File: src/include/pl_macros.svh
// Address map and fixed constants shared by the AXI slave, the register banks and the testbench
`ifndef PL_MACROS_SVH
`define PL_MACROS_SVH

// Byte address width of the host window
`define PL_ADDR_WIDTH 10

// Selects the DSP bank when set and the control bank when clear
`define PL_BANK_BIT 9

// ------------------------------
// Control bank
// ------------------------------
`define PL_REG_ID      10'h000
`define PL_REG_SCRATCH 10'h004
`define PL_REG_SOFTRST 10'h008
`define PL_REG_COUNT   10'h00C

// ------------------------------
// DSP bank
// ------------------------------
`define PL_REG_MODE   10'h200
`define PL_REG_GAIN   10'h204
`define PL_REG_OFFSET 10'h208

`define PL_ID_VALUE 32'h504C0001

`endif

File: src/source/pl_pkg.sv
// Shared types for the sample pipeline, the AXI slave and the testbench model
package pl_pkg;

	// ------------------------------
	// AXI response codes
	// ------------------------------
	typedef enum logic [1:0] {
		OKAY   = 2'd0,
		SLVERR = 2'd2 // Unmapped offset or write to a read-only register
	} axi_resp_e;

	// ------------------------------
	// Sample word
	// ------------------------------

	// The same 32 bits are read either as one real sample or as an IQ pair
	typedef union packed {
		logic [31:0] raw; // Real mode sample
		struct packed {
			logic signed [15:0] i; // In-phase half sits in the upper bits
			logic signed [15:0] q;
		} iq;
	} sample_word_u;

endpackage

File: src/source/axil_slave.sv
// AXI4-Lite slave that sequences host accesses into local-bus cycles for the control and DSP banks
`timescale 1ns/1ps
`include "pl_macros.svh"

module axil_slave
	import pl_pkg::*;
(
	input  logic                      cfgclk,
	input  logic                      rst_n,
	input  logic                      awvalid,
	output logic                      awready,
	input  logic [`PL_ADDR_WIDTH-1:0] awaddr,
	input  logic                      wvalid,
	output logic                      wready,
	input  logic [31:0]               wdata,
	output logic                      bvalid,
	input  logic                      bready,
	output axi_resp_e                 bresp,
	input  logic                      arvalid,
	output logic                      arready,
	input  logic [`PL_ADDR_WIDTH-1:0] araddr,
	output logic                      rvalid,
	input  logic                      rready,
	output logic [31:0]               rdata,
	output axi_resp_e                 rresp,
	output logic                      lb_wr,
	output logic                      lb_rd,
	output logic [`PL_ADDR_WIDTH-1:0] lb_addr,
	output logic [31:0]               lb_wdata,
	output logic                      ctrl_sel,
	output logic                      dsp_sel,
	input  logic [31:0]               ctrl_rdata,
	input  logic                      ctrl_err,
	input  logic [31:0]               dsp_rdata,
	input  logic                      dsp_err
);
	localparam logic [2:0] S_IDLE    = 3'd0;
	localparam logic [2:0] S_WR      = 3'd1; // Write handshake and local-bus write
	localparam logic [2:0] S_RD      = 3'd2; // Read handshake and local-bus read
	localparam logic [2:0] S_RD_WAIT = 3'd3; // Bank read data is registered
	localparam logic [2:0] S_BRESP   = 3'd4;
	localparam logic [2:0] S_RRESP   = 3'd5;

	logic [2:0] state;
	logic       rd_bank; // Bank bit of the read in flight
	logic       rd_err;

	assign awready = (state == S_WR);
	assign wready  = (state == S_WR);
	assign arready = (state == S_RD);
	assign bvalid  = (state == S_BRESP);
	assign rvalid  = (state == S_RRESP);

	// Host address is still held during the handshake cycle
	assign lb_wr    = (state == S_WR);
	assign lb_rd    = (state == S_RD);
	assign lb_addr  = lb_wr ? awaddr : araddr;
	assign lb_wdata = wdata;
	assign ctrl_sel = (lb_wr || lb_rd) && !lb_addr[`PL_BANK_BIT];
	assign dsp_sel  = (lb_wr || lb_rd) && lb_addr[`PL_BANK_BIT];
	assign rd_err   = rd_bank ? dsp_err : ctrl_err;

	always_ff @(posedge cfgclk) begin
		if (!rst_n) begin
			state <= S_IDLE;
		end else begin
			case (state)
				S_IDLE: begin
					if (arvalid) begin // Reads win a tie with writes
						state <= S_RD;
					end else if (awvalid && wvalid) begin
						state <= S_WR;
					end
				end
				S_WR:      state <= S_BRESP;
				S_RD:      state <= S_RD_WAIT;
				S_RD_WAIT: state <= S_RRESP;
				S_BRESP:   state <= bready ? S_IDLE : S_BRESP;
				S_RRESP:   state <= rready ? S_IDLE : S_RRESP;
				default:   state <= S_IDLE;
			endcase
		end
	end

	// Response payload only changes when a new access is being completed
	always_ff @(posedge cfgclk) begin
		if (state == S_WR) begin
			bresp <= (dsp_sel ? dsp_err : ctrl_err) ? SLVERR : OKAY;
		end
		if (state == S_RD) begin
			rd_bank <= lb_addr[`PL_BANK_BIT];
		end
		if (state == S_RD_WAIT) begin
			rresp <= rd_err ? SLVERR : OKAY;
			rdata <= rd_err ? 32'd0 : (rd_bank ? dsp_rdata : ctrl_rdata);
		end
	end

endmodule

File: src/source/ctrl_regs.sv
// Control register bank with identity, scratch, DSP soft reset and the processed-sample counter
`timescale 1ns/1ps
`include "pl_macros.svh"

module ctrl_regs (
	input  logic                      cfgclk,
	input  logic                      rst_n,
	input  logic                      sel,
	input  logic                      lb_wr,
	input  logic                      lb_rd,
	input  logic [`PL_ADDR_WIDTH-1:0] lb_addr,
	input  logic [31:0]               lb_wdata,
	output logic [31:0]               lb_rdata,
	output logic                      lb_err,
	input  logic                      sample_done,
	output logic                      dsp_rst_n
);
	logic [31:0] scratch;
	logic        soft_rst;
	logic [31:0] count; // Wraps and clears only on rst_n
	logic        wr_err;
	logic        rd_err_q;
	logic        rd_hit;
	logic [31:0] rd_word;

	// Only scratch and soft reset accept writes
	assign wr_err = (lb_addr != `PL_REG_SCRATCH) && (lb_addr != `PL_REG_SOFTRST);

	always_comb begin
		rd_hit = 1'b1;
		case (lb_addr)
			`PL_REG_ID:      rd_word = `PL_ID_VALUE;
			`PL_REG_SCRATCH: rd_word = scratch;
			`PL_REG_SOFTRST: rd_word = {31'd0, soft_rst};
			`PL_REG_COUNT:   rd_word = count;
			default: begin
				rd_word = 32'd0;
				rd_hit  = 1'b0;
			end
		endcase
	end

	always_ff @(posedge cfgclk) begin
		if (!rst_n) begin
			scratch  <= 32'd0;
			soft_rst <= 1'b0;
			count    <= 32'd0;
			rd_err_q <= 1'b0;
		end else begin
			if (sel && lb_wr && lb_addr == `PL_REG_SCRATCH) scratch <= lb_wdata;
			if (sel && lb_wr && lb_addr == `PL_REG_SOFTRST) soft_rst <= lb_wdata[0];
			if (sample_done) count <= count + 32'd1;
			rd_err_q <= sel && lb_rd && !rd_hit;
		end
	end

	always_ff @(posedge cfgclk) begin
		if (sel && lb_rd) lb_rdata <= rd_word; // Read data lags lb_rd by one cycle
	end

	assign lb_err    = (sel && lb_wr) ? wr_err : rd_err_q;
	assign dsp_rst_n = rst_n && !soft_rst;

endmodule

File: src/source/dsp_regs.sv
// DSP register bank holding the processing mode, the IQ gain and the real-mode offset
`timescale 1ns/1ps
`include "pl_macros.svh"

module dsp_regs (
	input  logic                      cfgclk,
	input  logic                      rst_n,
	input  logic                      sel,
	input  logic                      lb_wr,
	input  logic                      lb_rd,
	input  logic [`PL_ADDR_WIDTH-1:0] lb_addr,
	input  logic [31:0]               lb_wdata,
	output logic [31:0]               lb_rdata,
	output logic                      lb_err,
	output logic                      mode,   // 1 selects IQ processing
	output logic signed [15:0]        gain,   // Signed Q8.8
	output logic [31:0]               offset
);
	logic rd_err_q;
	logic hit; // Offset is one of the three DSP registers

	assign hit = (lb_addr == `PL_REG_MODE) || (lb_addr == `PL_REG_GAIN) ||
		(lb_addr == `PL_REG_OFFSET);

	always_ff @(posedge cfgclk) begin
		if (!rst_n) begin
			mode     <= 1'b0;
			gain     <= 16'sh0100; // Unity gain
			offset   <= 32'd0;
			rd_err_q <= 1'b0;
		end else begin
			if (sel && lb_wr && lb_addr == `PL_REG_MODE) mode <= lb_wdata[0];
			if (sel && lb_wr && lb_addr == `PL_REG_GAIN) gain <= lb_wdata[15:0];
			if (sel && lb_wr && lb_addr == `PL_REG_OFFSET) offset <= lb_wdata;
			rd_err_q <= sel && lb_rd && !hit;
		end
	end

	always_ff @(posedge cfgclk) begin
		if (sel && lb_rd) begin
			case (lb_addr)
				`PL_REG_MODE:   lb_rdata <= {31'd0, mode};
				`PL_REG_GAIN:   lb_rdata <= {16'd0, gain}; // Zero-extended on read
				`PL_REG_OFFSET: lb_rdata <= offset;
				default:        lb_rdata <= 32'd0;
			endcase
		end
	end

	assign lb_err = (sel && lb_wr) ? !hit : rd_err_q;

endmodule

File: src/source/sample_proc.sv
// Two-stage valid/ready sample pipeline applying the real-mode offset or the saturating IQ gain
`timescale 1ns/1ps

module sample_proc
	import pl_pkg::*;
(
	input  logic               cfgclk,
	input  logic               dsp_rst_n,
	input  logic               mode,
	input  logic signed [15:0] gain,
	input  logic [31:0]        offset,
	input  logic               s_tvalid,
	output logic               s_tready,
	input  logic [31:0]        s_tdata,
	output logic               m_tvalid,
	input  logic               m_tready,
	output logic [31:0]        m_tdata,
	output logic               sample_done
);
	// Multiply by Q8.8, floor shift by 8, clamp to 16 bits
	function automatic logic signed [15:0] scale_sat(input logic signed [15:0] x,
		input logic signed [15:0] g);
		logic signed [31:0] prod;
		logic signed [23:0] shifted;
		prod    = x * g;
		shifted = prod[31:8]; // Dropping the low byte floors toward minus infinity
		if (shifted > 24'sd32767) return 16'sh7fff;
		else if (shifted < -24'sd32768) return 16'sh8000;
		else return shifted[15:0];
	endfunction

	// ------------------------------
	// Stage one holds the word and its configuration
	// ------------------------------
	logic               s1_valid;
	sample_word_u       s1_word;
	logic               s1_mode;
	logic signed [15:0] s1_gain;
	logic [31:0]        s1_offset;
	logic               m_free; // Output stage is empty or drains this cycle
	sample_word_u       result;

	assign m_free      = !m_tvalid || m_tready;
	assign s_tready    = !s1_valid || m_free;
	assign sample_done = m_tvalid && m_tready;

	always_comb begin
		if (s1_mode) begin
			result.iq.i = scale_sat(s1_word.iq.i, s1_gain);
			result.iq.q = scale_sat(s1_word.iq.q, s1_gain);
		end else begin
			result.raw = s1_word.raw + s1_offset; // Wraps on overflow
		end
	end

	always_ff @(posedge cfgclk) begin
		if (!dsp_rst_n) begin
			s1_valid <= 1'b0;
			m_tvalid <= 1'b0;
		end else begin
			if (s_tready) s1_valid <= s_tvalid;
			if (m_free) m_tvalid <= s1_valid;
		end
	end

	// Configuration is sampled together with the beat it applies to
	always_ff @(posedge cfgclk) begin
		if (s_tvalid && s_tready) begin
			s1_word.raw <= s_tdata;
			s1_mode     <= mode;
			s1_gain     <= gain;
			s1_offset   <= offset;
		end
		if (s1_valid && m_free) m_tdata <= result.raw;
	end

endmodule

File: src/source/pl_top.sv
// Programmable-logic top joining the AXI4-Lite slave, both register banks and the sample pipeline
`timescale 1ns/1ps
`include "pl_macros.svh"

module pl_top
	import pl_pkg::*;
(
	input  logic                      cfgclk,
	input  logic                      rst_n,
	input  logic                      awvalid,
	output logic                      awready,
	input  logic [`PL_ADDR_WIDTH-1:0] awaddr,
	input  logic                      wvalid,
	output logic                      wready,
	input  logic [31:0]               wdata,
	output logic                      bvalid,
	input  logic                      bready,
	output axi_resp_e                 bresp,
	input  logic                      arvalid,
	output logic                      arready,
	input  logic [`PL_ADDR_WIDTH-1:0] araddr,
	output logic                      rvalid,
	input  logic                      rready,
	output logic [31:0]               rdata,
	output axi_resp_e                 rresp,
	input  logic                      s_tvalid,
	output logic                      s_tready,
	input  logic [31:0]               s_tdata,
	output logic                      m_tvalid,
	input  logic                      m_tready,
	output logic [31:0]               m_tdata
);
	// ------------------------------
	// Local bus and side-band wires
	// ------------------------------
	logic                      lb_wr;
	logic                      lb_rd;
	logic [`PL_ADDR_WIDTH-1:0] lb_addr;
	logic [31:0]               lb_wdata;
	logic                      ctrl_sel;
	logic                      dsp_sel;
	logic [31:0]               ctrl_rdata;
	logic                      ctrl_err;
	logic [31:0]               dsp_rdata;
	logic                      dsp_err;
	logic                      dsp_rst_n; // Also held low by the soft-reset bit
	logic                      sample_done;
	logic                      mode;
	logic signed [15:0]        gain;
	logic [31:0]               offset;

	axil_slave axil_slave_i (
		.cfgclk(cfgclk), .rst_n(rst_n),
		.awvalid(awvalid), .awready(awready), .awaddr(awaddr),
		.wvalid(wvalid), .wready(wready), .wdata(wdata),
		.bvalid(bvalid), .bready(bready), .bresp(bresp),
		.arvalid(arvalid), .arready(arready), .araddr(araddr),
		.rvalid(rvalid), .rready(rready), .rdata(rdata), .rresp(rresp),
		.lb_wr(lb_wr), .lb_rd(lb_rd), .lb_addr(lb_addr), .lb_wdata(lb_wdata),
		.ctrl_sel(ctrl_sel), .dsp_sel(dsp_sel),
		.ctrl_rdata(ctrl_rdata), .ctrl_err(ctrl_err),
		.dsp_rdata(dsp_rdata), .dsp_err(dsp_err)
	);

	ctrl_regs ctrl_regs_i (
		.cfgclk(cfgclk), .rst_n(rst_n), .sel(ctrl_sel),
		.lb_wr(lb_wr), .lb_rd(lb_rd), .lb_addr(lb_addr), .lb_wdata(lb_wdata),
		.lb_rdata(ctrl_rdata), .lb_err(ctrl_err),
		.sample_done(sample_done), .dsp_rst_n(dsp_rst_n)
	);

	dsp_regs dsp_regs_i (
		.cfgclk(cfgclk), .rst_n(rst_n), .sel(dsp_sel),
		.lb_wr(lb_wr), .lb_rd(lb_rd), .lb_addr(lb_addr), .lb_wdata(lb_wdata),
		.lb_rdata(dsp_rdata), .lb_err(dsp_err),
		.mode(mode), .gain(gain), .offset(offset)
	);

	sample_proc sample_proc_i (
		.cfgclk(cfgclk), .dsp_rst_n(dsp_rst_n),
		.mode(mode), .gain(gain), .offset(offset),
		.s_tvalid(s_tvalid), .s_tready(s_tready), .s_tdata(s_tdata),
		.m_tvalid(m_tvalid), .m_tready(m_tready), .m_tdata(m_tdata),
		.sample_done(sample_done)
	);

endmodule

File: config.mk
export PLATFORM = sky130hd
export DESIGN_NAME = pl_top
export DESIGN_NICKNAME = d
export VERILOG_FILES = /design/src/source/pl_pkg.sv /design/src/source/axil_slave.sv /design/src/source/ctrl_regs.sv /design/src/source/dsp_regs.sv /design/src/source/sample_proc.sv /design/src/source/pl_top.sv
export VERILOG_INCLUDE_DIRS = /design/src /design/src/include
export SDC_FILE = /design/constraint.sdc
export NUM_CORES = 2
export LEC_CHECK = 0
export ABC_AREA = 1
export ABC_CLOCK_PERIOD_IN_PS = 9400
export CAP_MARGIN = 20
export CORE_MARGIN = 1
export CORE_UTILIZATION = 62
export DETAILED_ROUTE_END_ITERATION = 10
export DONT_BUFFER_PORTS = 1
export PLACE_DENSITY = 0.78
export SYNTH_ARGS = -nofsm -noshare
export SYNTH_HDL_FRONTEND = slang
export SYNTH_SLANG_ARGS = --single-unit
File: constraint.sdc
create_clock -name cfgclk -period 9.4 [get_ports cfgclk]
set_clock_uncertainty 0.1 [all_clocks]
set_input_delay 1.41 -clock cfgclk [delete_from_list [all_inputs] [get_ports cfgclk]]
set_output_delay 1.41 -clock cfgclk [all_outputs]
set_load 0.02 [all_outputs]
==> run_results.csv <==
group,metric,value,unit
die,start_util,62.6,%
timing,fin_setup_tns,0,ns
synthesis,synth.top_cells.by_count,"inv_1, nand2_1, fa_1, nor2_1, edfxtp_1",
synthesis,yosysWarnings,0,
clocking,clock_path_buffers,3,
global_routing,grt_start_max_net_pins,98,
outcome,status,"completed",
clocking,cts_tree,"yes",
route,drt-initial-drc-count,2167,
clocking,numCtsBuffers,35,
synthesis,yosysUniqueCellTypes,59,
clocking,cts_setup_buffers,0,
die,fp.dieW,243,um
synthesis,ys_top_cells_by_area,"fa_1, edfxtp_1, inv_1",
timing,min_period,8.01,ns
die,ios,168,
timing,worstMarginPinSlew,1.12,ns
route,wl_per_cell,18.6,um
synthesis,synth_seq_area_share,24.4,%
worst_setup_path,cp-end-kind,"flop",
worst_setup_path,worstPathArrival,8.15,ns
global_routing,antenna_found_initial,8,
synthesis,yosysTopAreaCell,"fa_1",
min_path,hp-class,"flop to flop",
global_routing,grt_overflow,0,
global_routing,grt_pass1_vias,28580,
synthesis,async_flop_share,0,%
route,via_per_inst,5.47,
worst_setup_path,cp-startpoint,"sample_proc_i.s1_gain[4]",
route,ant_nets,0,
global_routing,grtUsageTotal,33.0,%
worst_setup_path,regToRegStartpoint,"sample_proc_i.s1_gain[4]",
clocking,path_clk_slew,0.07,ns
synthesis,ys_ff_latch,333,
die,die_area,59100,um2
die,die_y,243,um
timing,slew_viol_final,0,
timing,relSlewSlack,25.3,%
worst_setup_path,cp_max_fo,19,
timing,fmax,125,MHz
route,vias,27816,
route,drc_errors,0,
synthesis,synth_most_common_cell,"inv_1",
worst_setup_path,r2r_setup_slack,1.39,ns
timing,report.final.hold_viol_count,0,
global_routing,grt_first_pass_wirelength,152,mm
min_path,min_from,"dsp_regs_i.gain[15]",
synthesis,synth-main-ff-cell,"edfxtp_1",
placed_design,dp_hpwl,74.8,mm
clocking,cts_sinks,333,
final_layout,layout-drive-gt1-share,4.08,%
placed_design,gp_congestion,0.982,
synthesis,syn_area,36100,um2
worst_setup_path,criticalPathCategory,"flop to flop",
route,firstDrtPassIters,7,
placed_design,io_buffer_count,0,
route,drt_wl_total,94.4,mm
worst_setup_path,worst_setup_path_start_kind,"flop",
clocking,cts.repair.resized,0,
timing,setup_viol,0,
synthesis,synth_edf_count,212,
clocking,cts-root-buf,"clkbuf_16",
timing,grt_setup_unrepaired,"no",
final_layout,area_delta_synth_final,5.08,%
clocking,clock_latency,0.55,ns
synthesis,synth_top_area_share,29.0,%
die,core-area,57600,um2
die,rows,88,
synthesis,syn_avg_cell_area,8.26,um2
worst_setup_path,worstPathRequired,9.55,ns
synthesis,syn_inst,4363,
clocking,cts_max_level,2,
flow_run,cap_violations,0,
clocking,holdBufCountCts,0,
timing,min_period_over_period,85.2,%
final_layout,nNetsFinal,5094,
per-stage QoR:
step | instances | instance area (um2) | util (%) | hold slack, ns | setup WS (ns)
finish | 5082 | 37900 | 65.8 | 0.331 | 1.39
detailed placement | 5016 | 36700 | 63.7 | 0.315 | 1.58
global route | 5081 | 37900 | 65.8 | 0.334 | 0.989
CTS | 5080 | 37900 | 65.8 | 0.330 | 1.55
floorplan | 4364 | 36100 | - | 0.308 | 2.74
global placement | 5015 | 36700 | 63.7 | 0.313 | 1.72
per-layer routing:
layer	global-route usage (%)	share of wire [%]	vias up
met5	0	0.090	-
met4	14.3	4.6	12
met3	5.05	7.5	249
met2	56.9	49	1081
met1	41.3	39	13507
li1	-	-	12967
cell usage in the layout (no fill, tap or decap), drive strengths merged, types with 6 or more instances in the layout:
cell type  synthesis  routed
a31oi              9       9
clkinv             1      10
nor4              13      13
xor2              45      45
xnor2             22      22
or2               13      13
nand2            967     967
o22ai             32      32
inv             1131    1135
nor3              69      69
buf               29      47
ha               190     190
nor2             298     298
a21oi            183     183
nand4             28      28
edfxtp           212     212
o21bai            12      12
mux2i             33      33
fa               523     523
dfxtp            121     121
o21ai            167     167
clkbuf           131      48
a21o               9       9
nand3             75      75
o221ai             6       6
o21a              10      10
critical path, stage by stage (launching register included):
cell      delay, ns
edfxtp_1       0.95
nand2_1        0.29
fa_1           0.62
inv_1          0.08
fa_1           0.78
inv_1          0.15
fa_1           0.44
fa_1           0.55
inv_1          0.06
fa_1           0.53
inv_1          0.05
fa_1           0.47
inv_1          0.04
ha_1           0.35
nand2_1        0.11
nor2_1         0.11
inv_1          0.09
nor2_1         0.16
and3_1         0.17
nand2_1        0.07
nand3_1        0.07
nand2_1        0.07
nor2_1         0.20
nand4_1        0.13
a21oi_1        0.86
a21oi_1        0.16
sequential cells by signal, indices dropped and copies added, names as in the netlist, 3 cells and up:
name                     cells
ctrl_regs_i.scratch         32
sample_proc_i.s1_offset     32
sample_proc_i.s1_word       32
dsp_regs_i.offset           32
ctrl_regs_i.count           32
ctrl_regs_i.lb_rdata        32
sample_proc_i.s1_gain       16
axil_slave_i.rdata          32
axil_slave_i.state           3
sample_proc_i.m_tdata       32
dsp_regs_i.lb_rdata         32
dsp_regs_i.gain             16
final cells by class:
type	instances	area, um2
flip-flops and latches	333	8790
multi-input cells	2739	22300
repair buffers	47	373
diodes	2	5.00
clock buffers	48	986
inverters	1132	4250
fillers	4822	19700
clock inverters	16	190
well taps	765	957
final timing paths:
check	end	cells after the start
setup / recovery	sample_proc_i.m_tdata[22]	25
hold / removal	sample_proc_i.s1_gain[15]	0
setup reg to reg	sample_proc_i.m_tdata[22]	25
hold reg to reg	sample_proc_i.s1_gain[15]	0
cells by family (layout without fill, tap and decap cells):
logic type | Yosys count | in the layout | synth area share [%]
xor+xnor | 67 | 67 | 1.63
fa+ha+maj | 713 | 713 | 35.6
buf+inv | 1292 | 1243 | 13.7
mux | 33 | 33 | 0.916
flops | 333 | 333 | 24.4
other cells | 1 | 4 | 0.0104
compound gates | 446 | 446 | 6.91
simple gates | 1478 | 1478 | 16.8
Power is not shown: default switching activity piles up to over one toggle a cycle in this logic, so the estimate is an artifact.
